===== src/isa_pkg.sv =====
package isa_pkg;

    // Word registers in ModRM encoding order
    typedef enum logic [2:0] {
        AW = 3'd0,
        CW = 3'd1,
        DW = 3'd2,
        BW = 3'd3,
        SP = 3'd4,
        BP = 3'd5,
        IX = 3'd6,
        IY = 3'd7
    } reg16_e;

    // Bit 2 picks the high byte, bits 1:0 the word register
    typedef enum logic [2:0] {
        AL = 3'd0,
        CL = 3'd1,
        DL = 3'd2,
        BL = 3'd3,
        AH = 3'd4,
        CH = 3'd5,
        DH = 3'd6,
        BH = 3'd7
    } reg8_e;

    // First eight follow opcode bits 5:3 of the ALU group
    typedef enum logic [3:0] {
        ALU_ADD    = 4'd0,
        ALU_OR     = 4'd1,
        ALU_ADDC   = 4'd2,
        ALU_SUBC   = 4'd3,
        ALU_AND    = 4'd4,
        ALU_SUB    = 4'd5,
        ALU_XOR    = 4'd6,
        ALU_CMP    = 4'd7,
        ALU_PASS   = 4'd8,
        ALU_NOT_CY = 4'd9,
        ALU_CLR_CY = 4'd10,
        ALU_SET_CY = 4'd11,
        ALU_CVTBW  = 4'd12,
        ALU_CVTWL  = 4'd13
    } alu_op_e;

    // MSB first, same relative order as in the PSW
    typedef struct packed {
        logic v;
        logic s;
        logic z;
        logic ac;
        logic p;
        logic cy;
    } flags_t;

    typedef struct packed {
        logic [7:0]  opcode;
        logic [7:0]  modrm;
        logic [15:0] imm;
    } instr_t;

    typedef logic [7:0][15:0] regfile_t;   // Indexed by reg16_e

    localparam logic [5:0] OP_MOV_RM  = 6'b100010;  // 88h..8Bh
    localparam logic [3:0] OP_MOV_IMM = 4'hb;       // B0h..BFh
    localparam logic [7:0] OP_NOT1_CY = 8'hf5;
    localparam logic [7:0] OP_CLR1_CY = 8'hf8;
    localparam logic [7:0] OP_SET1_CY = 8'hf9;
    localparam logic [7:0] OP_CVTBW   = 8'h98;
    localparam logic [7:0] OP_CVTWL   = 8'h99;

endpackage


===== src/pipe_pkg.sv =====
package pipe_pkg;

    import isa_pkg::*;

    // Decode to execute
    typedef struct packed {
        alu_op_e     op;
        logic        wide;
        logic [15:0] a;
        logic [15:0] b;          // Register or zero-extended immediate
        reg16_e      dest;
        logic        writes_reg;
        logic        high;       // Byte write to bits 15:8
        logic        writes_flags;
        flags_t      flags;      // Flag word at decode time
    } dec_item_t;

    // Execute to result
    typedef struct packed {
        reg16_e      dest;
        logic        writes_reg;
        logic        wide;
        logic        high;
        logic        writes_flags;
        logic [15:0] data;       // Byte results sit in 7:0
        flags_t      flags;
    } exec_item_t;

    // One record per retired instruction
    typedef struct packed {
        logic        valid;
        logic        writes_reg;
        reg16_e      dest;
        logic [15:0] data;       // Whole word after the merge
        flags_t      flags;
    } retire_t;

endpackage


===== src/pipe_stage.sv =====
module pipe_stage
    import pipe_pkg::*;
#(
    parameter type payload_t = dec_item_t
) (
    input  logic     clk,
    input  logic     reset,
    input  logic     in_valid,
    input  payload_t in_data,
    output logic     out_valid,
    output payload_t out_data
);

    always_ff @(posedge clk) begin
        if (reset) begin
            out_valid <= 1'b0;
        end else begin
            out_valid <= in_valid;
        end
    end

    // Payload only moves with a valid item
    always_ff @(posedge clk) begin
        if (in_valid) begin
            out_data <= in_data;
        end
    end

endmodule


===== src/instr_decode.sv =====
module instr_decode
    import isa_pkg::*, pipe_pkg::*;
(
    input  instr_t    instr,
    input  logic      op_valid,
    output logic      op_ready,
    input  regfile_t  regs,
    input  flags_t    flags,
    input  logic      x_valid,
    input  reg16_e    x_dest,
    input  logic      x_flags,
    input  logic      r_valid,
    input  reg16_e    r_dest,
    input  logic      r_flags,
    output logic      dec_valid,
    output dec_item_t dec
);

    logic [7:0] opc;
    logic [2:0] reg_f;
    logic [2:0] rm;
    logic       is_alu, is_mov_rm, is_mov_imm;
    logic       legal, uses_modrm, use_a, use_b, imm_b, reads_flags;
    logic [2:0] a_idx, b_idx, d_idx;   // Byte or word index, per width
    reg16_e     src_a, src_b;
    logic       hit_a, hit_b, hit_flags;

    // Word register that holds a byte or word operand
    function automatic reg16_e home(logic [2:0] idx, logic wide);
        reg8_e r8;
        r8 = reg8_e'(idx);
        return wide ? reg16_e'(idx) : reg16_e'({1'b0, r8[1:0]});
    endfunction

    function automatic logic [15:0] read_reg(regfile_t rf, logic [2:0] idx, logic wide);
        logic [15:0] word;
        word = rf[home(idx, wide)];
        if (wide) return word;
        return {8'h00, idx[2] ? word[15:8] : word[7:0]};
    endfunction

    assign opc   = instr.opcode;
    assign reg_f = instr.modrm[5:3];
    assign rm    = instr.modrm[2:0];

    assign is_alu     = opc[7:6] == 2'b00 && opc[2:1] != 2'b11;
    assign is_mov_rm  = opc[7:2] == OP_MOV_RM;
    assign is_mov_imm = opc[7:4] == OP_MOV_IMM;

    always_comb begin
        dec = '0;
        dec.flags = flags;
        legal = 1'b1;
        uses_modrm = 1'b0;
        use_a = 1'b0;
        use_b = 1'b0;
        imm_b = 1'b0;
        reads_flags = 1'b0;
        a_idx = AL;
        b_idx = AL;
        d_idx = AL;

        if (is_alu) begin
            dec.op = alu_op_e'({1'b0, opc[5:3]});
            dec.wide = opc[0];
            dec.writes_reg = dec.op != ALU_CMP;
            dec.writes_flags = 1'b1;
            reads_flags = dec.op inside {ALU_ADDC, ALU_SUBC};
            use_a = 1'b1;
            if (opc[2]) begin
                imm_b = 1'b1;                  // AL/AW, imm
            end else begin
                uses_modrm = 1'b1;
                use_b = 1'b1;
                a_idx = opc[1] ? reg_f : rm;   // Direction bit
                b_idx = opc[1] ? rm : reg_f;
                d_idx = a_idx;
            end
        end else if (is_mov_rm) begin
            dec.op = ALU_PASS;
            dec.wide = opc[0];
            dec.writes_reg = 1'b1;
            uses_modrm = 1'b1;
            use_b = 1'b1;
            b_idx = opc[1] ? rm : reg_f;
            d_idx = opc[1] ? reg_f : rm;
        end else if (is_mov_imm) begin
            dec.op = ALU_PASS;
            dec.wide = opc[3];
            dec.writes_reg = 1'b1;
            imm_b = 1'b1;
            d_idx = opc[2:0];
        end else begin
            // Flag ops merge into the whole flag word, so they wait on any flag write
            case (opc)
                OP_NOT1_CY: dec.op = ALU_NOT_CY;
                OP_CLR1_CY: dec.op = ALU_CLR_CY;
                OP_SET1_CY: dec.op = ALU_SET_CY;
                OP_CVTBW:   dec.op = ALU_CVTBW;
                OP_CVTWL:   dec.op = ALU_CVTWL;
                default:    legal = 1'b0;
            endcase
            if (opc == OP_CVTBW || opc == OP_CVTWL) begin
                dec.wide = 1'b1;
                dec.writes_reg = 1'b1;
                use_a = 1'b1;
                a_idx = AW;
                d_idx = opc[0] ? DW : AW;
            end else if (legal) begin
                dec.writes_flags = 1'b1;
                reads_flags = 1'b1;
            end
        end

        dec.a = read_reg(regs, a_idx, dec.wide);
        if (imm_b) begin
            dec.b = dec.wide ? instr.imm : {8'h00, instr.imm[7:0]};
        end else begin
            dec.b = read_reg(regs, b_idx, dec.wide);
        end
        dec.dest = home(d_idx, dec.wide);
        dec.high = !dec.wide && d_idx[2];
    end

    assign src_a = home(a_idx, dec.wide);
    assign src_b = home(b_idx, dec.wide);

    // In-flight destinations count even for CMP, which only costs a stall
    assign hit_a = use_a && ((x_valid && x_dest == src_a) || (r_valid && r_dest == src_a));
    assign hit_b = use_b && ((x_valid && x_dest == src_b) || (r_valid && r_dest == src_b));
    assign hit_flags = reads_flags && ((x_valid && x_flags) || (r_valid && r_flags));

    assign op_ready  = !(hit_a || hit_b || hit_flags);
    assign dec_valid = op_valid && op_ready;

    always_comb begin
        if (dec_valid) begin
            assert final (legal)
                else $error("Opcode %h outside the supported set", opc);
            assert final (!uses_modrm || instr.modrm[7:6] == 2'b11)
                else $error("Memory operand in ModRM %h", instr.modrm);
        end
    end

endmodule


===== src/alu_exec.sv =====
module alu_exec
    import isa_pkg::*, pipe_pkg::*;
(
    input  logic       in_valid,
    input  dec_item_t  in,
    output logic       out_valid,
    output exec_item_t out
);

    logic        sub, cin;
    logic [16:0] sum;
    logic        a_s, b_s, r_s;
    logic [15:0] res;
    flags_t      f;

    assign sub = in.op inside {ALU_SUB, ALU_SUBC, ALU_CMP};
    assign cin = (in.op == ALU_ADDC || in.op == ALU_SUBC) && in.flags.cy;

    // Byte operands arrive zero-extended, so bit 8 is the byte carry or borrow
    always_comb begin
        if (sub) begin
            sum = {1'b0, in.a} - {1'b0, in.b} - {16'd0, cin};
        end else begin
            sum = {1'b0, in.a} + {1'b0, in.b} + {16'd0, cin};
        end
    end

    always_comb begin
        case (in.op)
            ALU_OR:    res = in.a | in.b;
            ALU_AND:   res = in.a & in.b;
            ALU_XOR:   res = in.a ^ in.b;
            ALU_PASS:  res = in.b;
            ALU_CVTBW: res = {{8{in.a[7]}}, in.a[7:0]};
            ALU_CVTWL: res = {16{in.a[15]}};
            default:   res = sum[15:0];
        endcase
        if (!in.wide) begin
            res = {8'h00, res[7:0]};
        end
    end

    assign a_s = in.wide ? in.a[15] : in.a[7];
    assign b_s = in.wide ? in.b[15] : in.b[7];
    assign r_s = in.wide ? res[15] : res[7];

    always_comb begin
        f = in.flags;
        case (in.op)
            ALU_ADD, ALU_ADDC, ALU_SUB, ALU_SUBC, ALU_CMP: begin
                f.cy = in.wide ? sum[16] : sum[8];
                f.ac = in.a[4] ^ in.b[4] ^ sum[4];
                f.v  = sub ? (a_s != b_s) && (r_s != a_s) : (a_s == b_s) && (r_s != a_s);
            end
            ALU_OR, ALU_AND, ALU_XOR: begin
                f.cy = 1'b0;
                f.ac = 1'b0;
                f.v  = 1'b0;
            end
            ALU_NOT_CY: f.cy = !in.flags.cy;
            ALU_CLR_CY: f.cy = 1'b0;
            ALU_SET_CY: f.cy = 1'b1;
            default: ;
        endcase
        if (in.op inside {[ALU_ADD:ALU_CMP]}) begin
            f.z = in.wide ? res == 16'h0000 : res[7:0] == 8'h00;
            f.s = r_s;
            f.p = ~^res[7:0];                       // Even parity, low byte
        end
    end

    assign out_valid        = in_valid;
    assign out.dest         = in.dest;
    assign out.writes_reg   = in.writes_reg;
    assign out.wide         = in.wide;
    assign out.high         = in.high;
    assign out.writes_flags = in.writes_flags;
    assign out.data         = res;
    assign out.flags        = f;

    always_comb begin
        if (in_valid) begin
            assert final (!(in.high && in.wide))
                else $error("High-byte target on a word operation");
        end
    end

endmodule


===== src/reg_writeback.sv =====
module reg_writeback
    import isa_pkg::*, pipe_pkg::*;
(
    input  logic       clk,
    input  logic       reset,
    input  logic       in_valid,
    input  exec_item_t in,
    output regfile_t   regs,
    output flags_t     flags,
    output retire_t    retire
);

    logic [15:0] word_old;
    logic [15:0] word_new;
    logic [15:0] word_after;
    flags_t      flags_after;

    assign word_old = regs[in.dest];

    // Byte results land in one half of the home word
    always_comb begin
        if (in.wide) begin
            word_new = in.data;
        end else if (in.high) begin
            word_new = {in.data[7:0], word_old[7:0]};
        end else begin
            word_new = {word_old[15:8], in.data[7:0]};
        end
    end

    assign word_after  = in.writes_reg ? word_new : word_old;
    assign flags_after = in.writes_flags ? in.flags : flags;

    always_ff @(posedge clk) begin
        if (reset) begin
            regs   <= '0;
            flags  <= '0;
            retire <= '0;
        end else begin
            retire.valid <= in_valid;
            if (in_valid) begin
                if (in.writes_reg) begin
                    regs[in.dest] <= word_new;
                end
                flags <= flags_after;
                retire.writes_reg <= in.writes_reg;
                retire.dest       <= in.dest;
                retire.data       <= word_after;
                retire.flags      <= flags_after;   // Full word, changed or not
            end
        end
    end

    assert property (@(posedge clk) disable iff (reset)
        in_valid |-> !$isunknown(in))
        else $error("Unknown payload reaches writeback");

endmodule


===== src/v33_core.sv =====
module v33_core
    import isa_pkg::*, pipe_pkg::*;
(
    input  logic    clk,
    input  logic    reset,
    input  instr_t  instr,
    input  logic    op_valid,
    output logic    op_ready,
    output retire_t retire
);

    logic       dec_valid, x_valid, e_valid, r_valid;
    dec_item_t  dec_item, x_item;
    exec_item_t e_item, r_item;
    regfile_t   regs;
    flags_t     flags;

    instr_decode i_decode (
        .instr     (instr),
        .op_valid  (op_valid),
        .op_ready  (op_ready),
        .regs      (regs),
        .flags     (flags),
        .x_valid   (x_valid),
        .x_dest    (x_item.dest),
        .x_flags   (x_item.writes_flags),
        .r_valid   (r_valid),
        .r_dest    (r_item.dest),
        .r_flags   (r_item.writes_flags),
        .dec_valid (dec_valid),
        .dec       (dec_item)
    );

    pipe_stage #(.payload_t(dec_item_t)) i_dec_reg (
        .clk       (clk),
        .reset     (reset),
        .in_valid  (dec_valid),
        .in_data   (dec_item),
        .out_valid (x_valid),
        .out_data  (x_item)
    );

    alu_exec i_exec (
        .in_valid  (x_valid),
        .in        (x_item),
        .out_valid (e_valid),
        .out       (e_item)
    );

    pipe_stage #(.payload_t(exec_item_t)) i_exec_reg (
        .clk       (clk),
        .reset     (reset),
        .in_valid  (e_valid),
        .in_data   (e_item),
        .out_valid (r_valid),
        .out_data  (r_item)
    );

    reg_writeback i_writeback (
        .clk      (clk),
        .reset    (reset),
        .in_valid (r_valid),
        .in       (r_item),
        .regs     (regs),
        .flags    (flags),
        .retire   (retire)
    );

endmodule


===== config.mk =====
export PLATFORM = sky130hd
export DESIGN_NAME = v33_core
export DESIGN_NICKNAME = d
export VERILOG_FILES = /design/src/isa_pkg.sv /design/src/pipe_pkg.sv /design/src/pipe_stage.sv /design/src/instr_decode.sv /design/src/alu_exec.sv /design/src/reg_writeback.sv /design/src/v33_core.sv
export SDC_FILE = /design/constraint.sdc
export NUM_CORES = 1
export LEC_CHECK = 0
export ABC_CLOCK_PERIOD_IN_PS = 9700
export BUFFER_PORTS_ARGS = -buffer_cell sky130_fd_sc_hd__buf_4
export CAP_MARGIN = 20
export CORE_UTILIZATION = 60
export DETAILED_ROUTE_END_ITERATION = 16
export PLACE_DENSITY_LB_ADDON = 0.3
export SKIP_CTS_REPAIR_TIMING = 1
export SLEW_MARGIN = 10
export SYNTH_ARGS = -nofsm -noshare
export SYNTH_HDL_FRONTEND = slang
export SYNTH_SLANG_ARGS = --single-unit

===== constraint.sdc =====
create_clock -name clk -period 9.7 [get_ports clk]
set_input_delay 2.425 -clock clk [delete_from_list [all_inputs] [get_ports clk]]
set_output_delay 2.425 -clock clk [all_outputs]
set_load 0.005 [all_outputs]

---- Yosys cells after proc, flatten, opt, wreduce, memory -nomap -nowiden ----
Index checks and enable logic that the tools add are counted.
word-level totals
  latch bits .............................. 0
  output and inout port bits .............. 28
  register bits after elaboration ......... 235
  memory bits (writable) .................. 0
  memories ................................ 0
  input bits .............................. 35
  ROM bits ................................ 0
  word-level logic and storage cells ...... 213
cells by class
  bitwise logic cells ..................... 5
  reduce and logical (&&, ||, !) cells .... 40
  equal/unequal tests ..................... 31
  div/mod/pow operators ................... 0
  $add $sub $neg .......................... 4
  multipliers ............................. 0
  shift operators ......................... 0
  mux-type cells .......................... 78
  order comparisons ....................... 6
operator list
  cell                                            number
  two-way mux 16 bit                              13
  binary-select mux 16 bit (select 3 bit)         3
  bitwise mux 128 bit                             1
  case mux 16 bit (6 select lines)                1
  demux 16 bit (select 3 bit)                     1
  == test 8 bit (second input constant)           5
  two-way mux 3 bit                               13
  two-way mux 1 bit                               32
  == test 4 bit (second input constant)           7
  two-way mux 8 bit                               3
  case mux 4 bit (5 select lines)                 1
  adder 16 x 16 -> 17 bit                         1
  adder 17 x 1 -> 17 bit                          1
  logical AND 1 bit                               17
  two-way mux 17 bit                              1
  subtractor 16 x 16 -> 17 bit                    1
  subtractor 17 x 1 -> 17 bit                     1
  bitwise AND 16 bit                              1
  == test 4 x 3 -> 1 bit (second input constant)  4
  zero test 16 bit                                1
  OR 16 bit                                       1
  XOR 16 bit                                      1
  two-way mux 5 bit                               3
  == test 3 bit                                   4
  other kinds (29)                                47

---- Logic depth before layout (Yosys ltp) ----
Gate-level depths: netlist of run 1.
  depth in word-level cells ............... 15
  mapped depth ............................ 20
  gate-level depth less buffers ........... 18

---- By module ----
Synthesis of run 1 repeated with hierarchy kept, for this count alone.
second synthesis, totals
  cell total of the unflattened synthesis .. 1820
  area total of the unflattened synthesis .. 16553.4 um^2
modules (own cells, without submodules)
  module                   sequential area each (um^2)  area an instance (um^2)  cells an instance  instances
  reg_writeback            3103.0                       7139.3                   725                1
  alu_exec                 0.0                          3604.7                   509                1
  instr_decode             0.0                          3399.5                   504                1
  pipe_stage (i_dec_reg)   1491.4                       1505.2                   51                 1
  pipe_stage (i_exec_reg)  890.9                        904.6                    31                 1

---- Worst setup path after synthesis of run 1 ----
Ideal clock, no wire load.
  path type ............................... input to output
  start ................................... in instr[31] (netlist name)
  end ..................................... out op_ready
  slack ................................... 2.814 ns
  data required time ...................... 7.275 ns
  cell stages on the path ................. 9
  arrival ................................. 4.461 ns
  path through ............................ clkbuf_1 -> nor2b_1 -> nand4b_1 -> nand3_1 -> o221ai_1 -> nor3_1 -> xnor2_1 -> o22ai_1 -> a221oi_1
on the way
  word-level cells in the longest chain between the ends .. 14
ends and longest elaborated chain
  element                                                                         line                                      RTL
  from (decl)                                                                     v33_core.sv:6                             input instr_t instr,
  == test 8 bit (on tied branches)                                                instr_decode.sv:95, instr_decode.sv:103
  OR reduction 5 bit (no source line) / logical OR 1 bit (equally long branches)  -
  two-way mux 1 bit (on tied branches)                                            instr_decode.sv:95, instr_decode.sv:103
  two-way mux 1 bit / two-way mux 5 bit (equally long branches)                   instr_decode.sv:87                        end else if (is_mov_imm) begin
  two-way mux 1 bit / two-way mux 5 bit (equally long branches)                   instr_decode.sv:79                        end else if (is_mov_rm) begin
  two-way mux 1 bit / two-way mux 4 bit (equally long branches)                   instr_decode.sv:63                        if (is_alu) begin
  two-way mux 1 bit / two-way mux 3 bit (equally long branches)                   instr_decode.sv:109, instr_decode.sv:32
  two-way mux 1 bit (tied with other cells)                                       instr_decode.sv:103                       if (opc == OP_CVTBW || opc == OP_CVTWL) begin
  two-way mux 1 bit (tied with other cells)                                       instr_decode.sv:87
  two-way mux 1 bit (tied with other cells)                                       instr_decode.sv:79
  two-way mux 1 bit (tied with other cells)                                       instr_decode.sv:63
  logical AND 1 bit / logical OR 1 bit (equally long branches)                    instr_decode.sv:131, instr_decode.sv:133
  logical OR 1 bit (*)                                                            instr_decode.sv:133                       assign op_ready = !(hit_a || hit_b || hit_flags);
  zero test 1 bit (*)                                                             instr_decode.sv:133
  to (decl)                                                                       v33_core.sv:8                             output logic op_ready,
Every way passes the cells marked *; elsewhere a longest branch is shown, timed or not. The select of a mux whose other input is x is not followed.

---- Worst setup path in the final report of run 1 ----
  start ................................... in instr[25] (netlist name)
  end ..................................... out op_ready
Same word-level chain as after synthesis.

==> results by group, run 1 <==
CTS
  – Root Driver: clkbuf_16
  – CTS tree: yes
  – H-tree depth: 1
  – Worst skew pair latency: 0.56 ns
  – Deepest clock path buffer count: 3
  – CTS Buf Count: 26
  – Worst-path clk slew: 0.06 ns
  – CTS sink cnt: 235

Synthesis
  – Most used DFF post-synth: dfxtp_1
  – Sequential area share after synthesis: 35.64%
  – Syn nets: 1,917
  – Post-synth EDFFs: 78
  – Netlist Area Pre-Place: 0.01539 mm2
  – Cell variety after synth: 78
  – Avg Inst Size Synth: 8.494 um2
  – Yosys warns: 0
  – Gate Count Post-Synth: 1,812
  – Async set-reset flop share out of synthesis: 0%
  – FF+latch count, synth: 235

Setup path
  – Reg2reg start: i_dec_reg.out_data[48]$_SDFFCE_PP0P_
  – Arr. time, crit path: 5.10 ns
  – Critical path class: in -> out
  – Crit path launch type: input port
  – Critical Path RT: 7.28 ns
  – R2r endpoint: i_exec_reg.out_data[3]$_DFFE_PP_
  – R2r worst-path depth: 16
  – Max FO, Critical Path: 22
  – Worst Setup End Kind: output port
  – R2R Setup Slk: 4.55 ns

Pwr
  – Flop pwr share: 41.2%
  – Worst vdd ir: 0.1691 mV
  – Power density over the cells: 157.2 mW/mm2
  – Clock power frac: 38.4%
  – Leak Pwr: 6.131 nW
  – Combinational Power Share: 20.4%
  – Net Sw Power: 0.7975 mW
  – Internal power: 1.867 mW
  – Sw Ratio: 29.94%

Global route
  – Initial antenna violation count: 1
  – Total GRT Usage: 38.09%
  – Vias in the first global route: 13,370
  – First-pass GRT wire length: 77,380 um
  – Largest net degree at the start of global routing: 94
  – GRT overflow: 0

Hold path
  – Hold path depth: 0
  – Hold Crit Endpoint: i_exec_reg.out_data[25]$_DFFE_PP_
  – Hold wc startpoint: i_dec_reg.out_data[8]$_DFFE_PP_
  – Hold Crit Class: reg -> reg

Die
  – Die X: 162.2 um
  – Boundary Pins: 63
  – FP Rows: 58
  – Core area: 0.02518 mm2
  – Starting Density: 61.12%
  – Die area: 0.02630 mm2
  – DIE HEIGHT: 162.2 um

Timing
  – Setup TNS: 0 ns
  – Worst-margin pin slew: 1.031 ns
  – RSZ-0062 raised after global routing: no
  – Crit path time final: 7.520 ns
  – Final period util: 77.53%
  – Worst slew margin: 31.04%
  – Highest Clock Rate: 133.0 MHz
  – Slew Viols, Final: 0
  – Final setup vio count: 0
  – Setup Skew: 0.02474 ns
  – Final hold vios: 0
  – Setup ws final: 2.180 ns

Detailed routing
  – DR WL/cell: 23.32 um
  – DR vias: 14,590
  – DRC viols: 0
  – Post-route ant nets: 0
  – Detailed-router iteration count before antenna repair: 7
  – Initial DRC count: 2,071
  – Routed WL: 49,970 um
  – Avg Vias per Cell: 6.810

Layout
  – Fin util: 67.31%
  – Register Area: 0.005485 mm2
  – Design area: 0.01695 mm2
  – Commonest non-fill, non-tap cell in the layout: nor2_1
  – Multi-input gate area: 0.009121 mm2
  – Commonest non-fill, non-tap cells in the layout: 239 x nor2_1, 200 x nand2_1, 157 x dfxtp_1
  – Fillers: 1,990
  – Share of layout cells above drive strength 1: 11.81%
  – Nets: 1,898
  – Area Overhead vs Synth: 10.12%
  – Final std cells w/o fill: 2,143

Place
  – RePlAce Congestion: 0.9560
  – Buffers on Ports: 60
  – Placed Instances: 2,092
  – Dpl hpwl: 34,050 um
  – Dpl ws: 2.203 ns
  – Cell Area, Placed: 0.01600 mm2

Run status
  – Status: finished clean

Flow run
  – Max-cap violations: 0
==> cells in the mapped netlist, types with 15 or more instances <==
cell,count,share of area (%)
nor2_1,244,6.0
nand2_1,200,4.9
dfxtp_1,157,20
a211oi_1,137,6.7
clkbuf_1,119,2.9
a21oi_1,108,3.5
mux2i_1,85,5.5
edfxtp_1,78,15
inv_1,70,1.7
ha_1,66,5.4
nand3_1,59,1.9
o21ai_0,35,1.1
mux2_2,30,2.2
a31oi_1,28,1.1
nor3_1,27,0.88
o211ai_1,25,1.2
o221ai_1,25,1.4
o22ai_1,23,0.93
xnor2_1,22,1.3
a21o_1,16,0.78
a22oi_1,16,0.78
mux4_2,16,2.3
xor2_1,15,0.85
==> registers in the layout, summed over array words and instances (netlist names) <==
register / count
i_dec_reg.out_valid: 1
i_exec_reg.out_valid: 1
i_exec_reg.out_data: 29
i_writeback.regs: 128
i_dec_reg.out_data: 49
i_writeback.flags: 4
i_writeback.retire: 23
==> layout make-up <==
| cell class | count | share of cell area (%) |
|---|---|---|
| antenna | 1 | 0.01476 |
| clock buffer | 34 | 4.311 |
| clock inverter | 13 | 1.019 |
| inverter | 70 | 1.550 |
| multi-input combinational | 1362 | 53.82 |
| sequential | 235 | 32.36 |
| tap | 330 | 2.436 |
| timing repair buffer | 98 | 4.488 |
==> critical path, cell delays in order <==
cell,delay [ns]
buf_4,0.19
nor3b_1,0.21
nand4b_1,0.27
nand3_1,0.21
o221ai_1,0.13
buf_4,0.24
nor3_2,0.19
buf_4,0.34
xnor2_1,0.17
o22ai_1,0.11
a221oi_1,0.40
buf_4,0.19
==> through the flow <==
stage                     power (mW)  hold slack, ns
final                          2.664          0.4208
after global routing           2.751          0.4430
after CTS                      2.655          0.4183
after detailed placement       1.641          0.4135
after global placement         1.632          0.4043
after floorplan                1.471          0.4003
==> per-layer routing <==
metal / up-vias / part of all wire, % / routed length (um) / global-route usage, %
li1: 6661 / - / - / -
met1: 6793 / 39 / 19480 / 49.54
met2: 927 / 44 / 22050 / 58.41
met3: 213 / 11 / 5371 / 8.299
met4: 0 / 6.2 / 3078 / 22.08
met5: - / 0 / 0 / 0
==> worst max-delay path by stage <==
stage	endpoint	start	slack (ns)	depth (start not counted)
after floorplan	op_ready	instr[31]	2.81	9
after global placement	op_ready	instr[29]	2.21	10
after detailed placement	op_ready	instr[29]	2.20	10
after CTS	op_ready	instr[29]	2.19	10
after global routing	op_ready	instr[25]	2.02	12
final	op_ready	instr[25]	2.18	12
==> cells by family (layout without fill, tap and decap cells) <==
logic type               after synthesis  in the layout  share of synthesized area, %
AO/OA/AOI/OAI                        519            519                         23.73
XOR/XNOR                              37             37                         2.106
flip-flops                           235            235                         35.64
buffers and inverters                215            215                         5.569
multiplexers                         131            131                         10.06
adder cells (fa/ha/maj)               70             70                         5.886
other                                  0              1                             0
AND/OR/NAND/NOR                      605            605                         17.01
==> power by group through the flow <==
stage / Sequential (mW) / Combinational [mW] / Clock (mW)
5_1_grt: 1.10 / 0.581 / 1.07
2_1_floorplan: 1.10 / 0.372 / 0
6_report: 1.10 / 0.542 / 1.02
3_5_place_dp: 1.12 / 0.523 / 0
3_3_place_gp: 1.12 / 0.514 / 0
4_1_cts: 1.10 / 0.527 / 1.03
(Power assumes the default switching activity.)
==> run 2, diff against run 1 <==
Settings changed: ABC_AREA set to 1, ABC_CLOCK_PERIOD_IN_PS 9700 to 6200, CORE_UTILIZATION 60 to 57.
Clock period 9.7 ns to 6.2 ns, I/O delays scaled along.
==> results by group, run 2 <==
Detailed routing
  – Routed WL: 55,350 um (+11%)
  – DRC viols: 0 (unchanged)
  – DR vias: 16,510 (+13%)
  – Detailed-router iteration count before antenna repair: 6 (-1)
  – Initial DRC count: 2,098 (+1.3%)
  – Avg Vias per Cell: 6.011 (-12%)
  – DR WL/cell: 20.15 um (-14%)
  – Post-route ant nets: 0 (unchanged)

Timing
  – Highest Clock Rate: 193.3 MHz
  – Setup TNS: 0 ns (unchanged)
  – Final hold slack: 0.4227 ns (+0.001984 ns)
  – Worst slew margin: 24.84% (-6.2 points)
  – RSZ-0062 raised after global routing: no
  – Final period util: 83.44%
  – Worst-margin pin slew: 1.127 ns (+0.09682 ns)
  – Setup ws final: 1.027 ns (-1.153 ns)
  – Crit path time final: 5.173 ns
  – Setup Skew: 0.04711 ns (+0.02238 ns)
  – Slew Viols, Final: 0 (unchanged)
  – Final hold vios: 0 (unchanged)
  – Final setup vio count: 0 (unchanged)

Layout
  – Ant diodes: 0 (-1)
  – Largest Register: i_writeback.regs
  – Fillers: 2,638 (+33%)
  – Commonest non-fill, non-tap cell in the layout: nand2_1
  – Area Overhead vs Synth: 8.231%
  – Nets: 2,454 (+29%)
  – Largest register FFs: 128 (unchanged)
  – Share of layout cells above drive strength 1: 8.316% (-3.5 points)
  – Largest regs: i_writeback.regs (128), i_dec_reg.out_data (49), i_exec_reg.out_data (29)
  – Final std cells w/o fill: 2,747 (+28%)
  – Commonest non-fill, non-tap cells in the layout: 451 x nand2_1, 351 x inv_1, 284 x o21ai_0

CTS
  – Root Driver: clkbuf_16
  – CTS tree: yes
  – CTS Buf Count: 26 (unchanged)
  – H-tree depth: 1 (unchanged)
  – CTS sink cnt: 235 (unchanged)
  – Worst-path clk slew: 0.06 ns (about the same)
  – Deepest clock path buffer count: 3 (unchanged)
  – Worst skew pair latency: 0.56 ns (about the same)

Global route
  – First-pass GRT wire length: 84,610 um (+9.4%)
  – GRT overflow: 0 (unchanged)
  – Total GRT Usage: 38.03% (-0.059 points)
  – Largest net degree at the start of global routing: 105 (+12%)
  – Vias in the first global route: 15,180 (+14%)
  – Initial antenna violation count: 0 (-1)

Setup path
  – Arr. time, crit path: 3.62 ns (-1.48 ns)
  – Max FO, Critical Path: 16 (-27%)
  – CP Buf/Inv Count: 5 (+1)
  – Slowest CP cell: inv_2
  – Critical path class: in -> out
  – Worst Setup End Kind: output port
  – Critical path, cell by cell: buf_4 > nor2_1 > nand3_2 > nand2_4 > inv_2 > nor2_4 > nand3_4 > inv_2 > nand2_1 > nand3_1 > nand2_1 > nand2_1 > nand3_2 > inv_1 > buf_4
  – Crit-path max cell delay: 0.35 ns (-0.05 ns)
  – Delay-heaviest family, CP: simple AND/OR/NAND/NOR gates
  – Critical Path RT: 4.65 ns (-2.63 ns)
  – Most Frequent Cell on Critical Path: nand2_1
  – Crit path launch type: input port
  – CP Launch Point: instr[29]
  – Reg2reg start: i_dec_reg.out_data[48]$_SDFFCE_PP0P_

Run status
  – Status: finished clean

Synthesis
  – Cell variety after synth: 55 (-29%)
  – Yosys warns: 0 (unchanged)
  – Most used DFF post-synth: dfxtp_1
  – Avg Inst Size Synth: 6.797 um2 (-20%)
  – Post-synth EDFFs: 78 (unchanged)
  – Async set-reset flop share out of synthesis: 0% (unchanged)
  – FF+latch count, synth: 235 (unchanged)
  – Synth area leader: dfxtp_1
  – Netlist Area Pre-Place: 0.01608 mm2 (+4.5%)
  – Post-synth top cells: 451 x nand2_1, 352 x inv_1, 284 x o21ai_0, 275 x a21oi_1, 157 x dfxtp_1
  – Syn nets: 2,471 (+29%)
  – Post-synth top area share: 19.54% (-0.88 points)
  – Most instantiated library cell after synthesis: nand2_1
  – Sequential area share after synthesis: 34.11% (-1.5 points)
  – Synth top area cells: dfxtp_1 20%, edfxtp_1 15%, nand2_1 11%
  – Gate Count Post-Synth: 2,366 (+31%)

Die
  – Boundary Pins: 63 (unchanged)
  – Die area: 0.02889 mm2 (+9.9%)
  – Die X: 170.0 um (+4.8%)
  – FP Rows: 61 (+5.2%)
  – Starting Density: 57.89% (-3.2 points)
  – DIE HEIGHT: 170.0 um (+4.8%)
  – Core area: 0.02778 mm2 (+10%)

Place
  – Dpl ws: 1.047 ns (-1.155 ns)
  – Buffers on Ports: 60 (unchanged)
  – Dpl hpwl: 38,910 um (+14%)
  – RePlAce Congestion: 0.9512 (-0.50%)
  – Placed Instances: 2,699 (+29%)

Pwr
  – Power density over the cells: 234.2 mW/mm2 (+49%)
  – Worst vdd ir: 0.2288 mV (+35%)
  – Leak Pwr: 8.143 nW (+33%)

Hold path
  – Hold Crit Class: reg -> reg
  – Hold wc startpoint: i_dec_reg.out_data[8]$_DFFE_PP_

Flow run
  – Max-cap violations: 0 (unchanged)
[run 2: cell types whose count changed after synthesis, moves of 32 or more]
cell      before  now
inv_1         70  352
nand2_1      200  451
o21ai_0       35  284
a21oi_1      108  275
a211oi_1     137    2
nor2_1       244  145
mux2i_1       85    0
clkbuf_1     119   57
o211ai_1      25   83
buf_2          7   49
o21ai_1        9   41
[run 2: path summary, 6_finish.rpt]
check	slack (ns)	cells past startpoint	endpoint
max	1.03	15	op_ready
min	0.42	0	i_exec_reg.out_data[25]$_DFFE_PP_
max reg2reg	2.18	19	i_exec_reg.out_data[1]$_DFFE_PP_
min reg2reg	0.42	0	i_exec_reg.out_data[25]$_DFFE_PP_
[run 2: power by group]
| part | switching [mW] | total, mW | internal (mW) |
|---|---|---|---|
| logic | 0.600 | 0.870 | 0.270 |
| clock network | 0.639 | 1.50 | 0.859 |
| registers | 0.0505 | 1.71 | 1.66 |
| total | 1.29 | 4.08 | 2.79 |
[run 2: cell families (layout without fill, tap and decap cells)]
kind of cell    Yosys count  after routing  synth area share [%]
buf+inv                 515            518                 12.89
xor+xnor                 10             10                0.5446
fa+ha+maj                70             70                 5.633
simple gates            761            761                 19.89
flops                   235            235                 34.11
compound gates          775            775                 26.94
[run 2: stage by stage]
step / utilization (%) / cell area, um2 / total power, mW
after global routing: 62.65 / 17410 / 4.240
after CTS: 62.65 / 17410 / 4.057
after floorplan: - / 16080 / 2.319
final: 62.65 / 17410 / 4.077
after detailed placement: 59.68 / 16580 / 2.582
after global placement: 59.68 / 16580 / 2.566
[run 2: cell type report]
class / count / area [um2] / area share, %
Sequential cell: 235 / 5485 / 31.51
Clock buffer: 41 / 777.0 / 4.464
Tap cell: 378 / 473.0 / 2.717
Timing Repair Buffer: 84 / 630.6 / 3.623
Inverter: 386 / 1449 / 8.324
Clock inverter: 7 / 47.55 / 0.2732
Multi-Input combinational cell: 1616 / 8543 / 49.08
[run 2: metal layers]
metal	GRT usage, %	routed length [um]
met4	23.46	3910
met2	61.28	24590
met1	46.74	21080
met5	0	0
met3	7.674	5775
==> run 3, diff against run 2 <==
Settings changed: ABC_AREA 1 to 0, ABC_CLOCK_PERIOD_IN_PS 6200 to 5000, CORE_UTILIZATION 57 to 60.
Clock period 6.2 ns to 5 ns, I/O delays scaled along.
==> results by group, run 3 (synthesis gave the netlist of run 1 again) <==
Run status
  – Status: finished clean

Layout
  – Fillers: 2,022 (-23%)
  – Share of layout cells above drive strength 1: 13.42% (+5.1 points)
  – Commonest non-fill, non-tap cell in the layout: nor2_1
  – Final std cells w/o fill: 2,178 (-21%)
  – Area Overhead vs Synth: 11.60%
  – Nets: 1,932 (-21%)
  – Largest Register: i_writeback.regs
  – Ant diodes: 0 (unchanged)
  – Largest register FFs: 128 (unchanged)
  – Commonest non-fill, non-tap cells in the layout: 239 x nor2_1, 200 x nand2_1, 157 x dfxtp_1
  – Largest regs: i_writeback.regs (128), i_dec_reg.out_data (49), i_exec_reg.out_data (29)

Timing
  – Final hold vios: 0 (unchanged)
  – Final period util: 91.35%
  – Worst slew margin: 26.68% (+1.8 points)
  – Setup Skew: 0.01105 ns (-0.03607 ns)
  – Highest Clock Rate: 218.9 MHz
  – Crit path time final: 4.567 ns
  – RSZ-0062 raised after global routing: no
  – Final setup vio count: 0 (unchanged)
  – Worst-margin pin slew: 1.100 ns (-0.02761 ns)
  – Final hold slack: 0.4189 ns (-0.003847 ns)
  – Slew Viols, Final: 0 (unchanged)
  – Setup TNS: 0 ns (unchanged)

Die
  – Starting Density: 61.12% (+3.2 points)
  – Die X: 162.2 um (-4.6%)
  – DIE HEIGHT: 162.2 um (-4.6%)
  – FP Rows: 58 (-4.9%)
  – Core area: 0.02518 mm2 (-9.4%)
  – Boundary Pins: 63 (unchanged)
  – Die area: 0.02630 mm2 (-9.0%)

Setup path
  – Crit path launch type: input port
  – Critical Path RT: 3.75 ns (-0.90 ns)
  – Critical path class: in -> out
  – R2r endpoint: i_exec_reg.out_data[3]$_DFFE_PP_
  – R2r worst-path depth: 17 (-2)
  – Reg2reg start: i_dec_reg.out_data[0]$_DFFE_PP_
  – Worst Setup End Kind: output port
  – Arr. time, crit path: 3.32 ns (-0.30 ns)
  – R2R Setup Slk: 0.62 ns (-1.56 ns)
  – Max FO, Critical Path: 13 (-3)

Place
  – Dpl hpwl: 35,430 um (-9.0%)
  – RePlAce Congestion: 0.9932 (+4.4%)
  – Placed Instances: 2,128 (-21%)
  – Buffers on Ports: 60 (unchanged)

Detailed routing
  – Routed WL: 52,440 um (-5.3%)
  – DR WL/cell: 24.08 um (+19%)
  – Initial DRC count: 2,062 (-1.7%)
  – Post-route ant nets: 0 (unchanged)
  – Avg Vias per Cell: 6.958 (+16%)
  – DRC viols: 0 (unchanged)
  – Detailed-router iteration count before antenna repair: 8 (+2)
  – DR vias: 15,160 (-8.2%)

Global route
  – First-pass GRT wire length: 81,210 um (-4.0%)
  – Total GRT Usage: 39.89% (+1.9 points)
  – Vias in the first global route: 14,280 (-5.9%)
  – Largest net degree at the start of global routing: 102 (-2.9%)
  – Initial antenna violation count: 0 (unchanged)
  – GRT overflow: 0 (unchanged)

Hold path
  – Hold path depth: 0 (unchanged)
  – Hold wc startpoint: i_dec_reg.out_data[7]$_DFFE_PP_
  – Hold Crit Endpoint: i_exec_reg.out_data[23]$_DFFE_PP_
  – Hold Crit Class: reg -> reg

CTS
  – H-tree depth: 1 (unchanged)
  – CTS sink cnt: 235 (unchanged)
  – Worst-path clk slew: 0.06 ns (about the same)
  – Root Driver: clkbuf_16
  – Worst skew pair latency: 0.55 ns (about the same)
  – Deepest clock path buffer count: 3 (unchanged)
  – CTS tree: yes
  – CTS Buf Count: 27 (+3.8%)

Pwr
  – Worst vdd ir: 0.2872 mV (+26%)
  – Power density over the cells: 304.8 mW/mm2 (+30%)
  – Leak Pwr: 6.278 nW (-23%)

Flow run
  – Max-cap violations: 0 (unchanged)
-- run 3: changes by cell type in the layout (fill, tap and decap cells not counted), sizes merged, moves of 85 or more --
cell / previous run / this run
o21ai: 333 / 44
a211oi: 2 / 137
mux2i: 0 / 85
nand2: 459 / 200
nor2: 156 / 244
inv: 384 / 72
a21oi: 278 / 109
-- run 3: worst max path at each step --
stage               from                         endpoint  slack, ns
4_1_cts        instr[26]                         op_ready       0.42
3_5_place_dp   instr[26]                         op_ready       0.45
6_report       instr[26]                         op_ready       0.43
2_1_floorplan  instr[31]  i_dec_reg.out_data[0]$_DFFE_PP_       0.04
3_3_place_gp   instr[26]                         op_ready       0.50
5_1_grt        instr[26]                         op_ready       0.22
-- run 3: metrics by stage --
step	instance area, um2	util (%)	setup slack (ns)	total power, mW
floorplan	15390	-	0.03824	2.854
global placement	16270	64.62	0.5005	3.200
detailed placement	16270	64.62	0.4473	3.222
CTS	17180	68.21	0.4240	5.204
global route	17180	68.21	0.2215	5.390
finish	17180	68.21	0.4325	5.236
-- run 3: layout make-up --
type	count	area [um2]	area share, %
Inverter	70	262.8	1.530
Timing Repair Buffer	131	996.0	5.798
Sequential cell	235	5485	31.93
Clock buffer	36	759.5	4.422
Multi-Input combinational cell	1362	9116	53.07
Tap cell	330	412.9	2.404
Clock inverter	14	143.9	0.8377
-- run 3: worst max-delay path: stages --
cell,delay [ns]
buf_4,0.16
nor4b_1,0.29
o21ai_0,0.15
nand3_1,0.14
o221ai_1,0.17
nor3_2,0.33
xnor2_1,0.17
o22ai_1,0.10
a221oi_1,0.37
buf_4,0.19
-- run 3: report_power, final --
part	total [mW]	switching (mW)	leakage [nW]	internal [mW]
logic	1.09	0.697	3.79	0.398
registers	2.13	0.0773	2.05	2.05
clock network	2.01	0.833	0.441	1.18
total	5.24	1.61	6.28	3.63
-- run 3: per-layer routing --
layer  GRT usage (%)  part of all wire (%)  vias to the layer above  wire length, um
li1                -                     -                     6711                -
met1           52.04                    38                     7117            19770
met2           61.22                    43                     1059            22780
met3           7.584                    12                      268             6237
met4           24.49                   7.0                        0             3650
met5               0                     0                        -                0
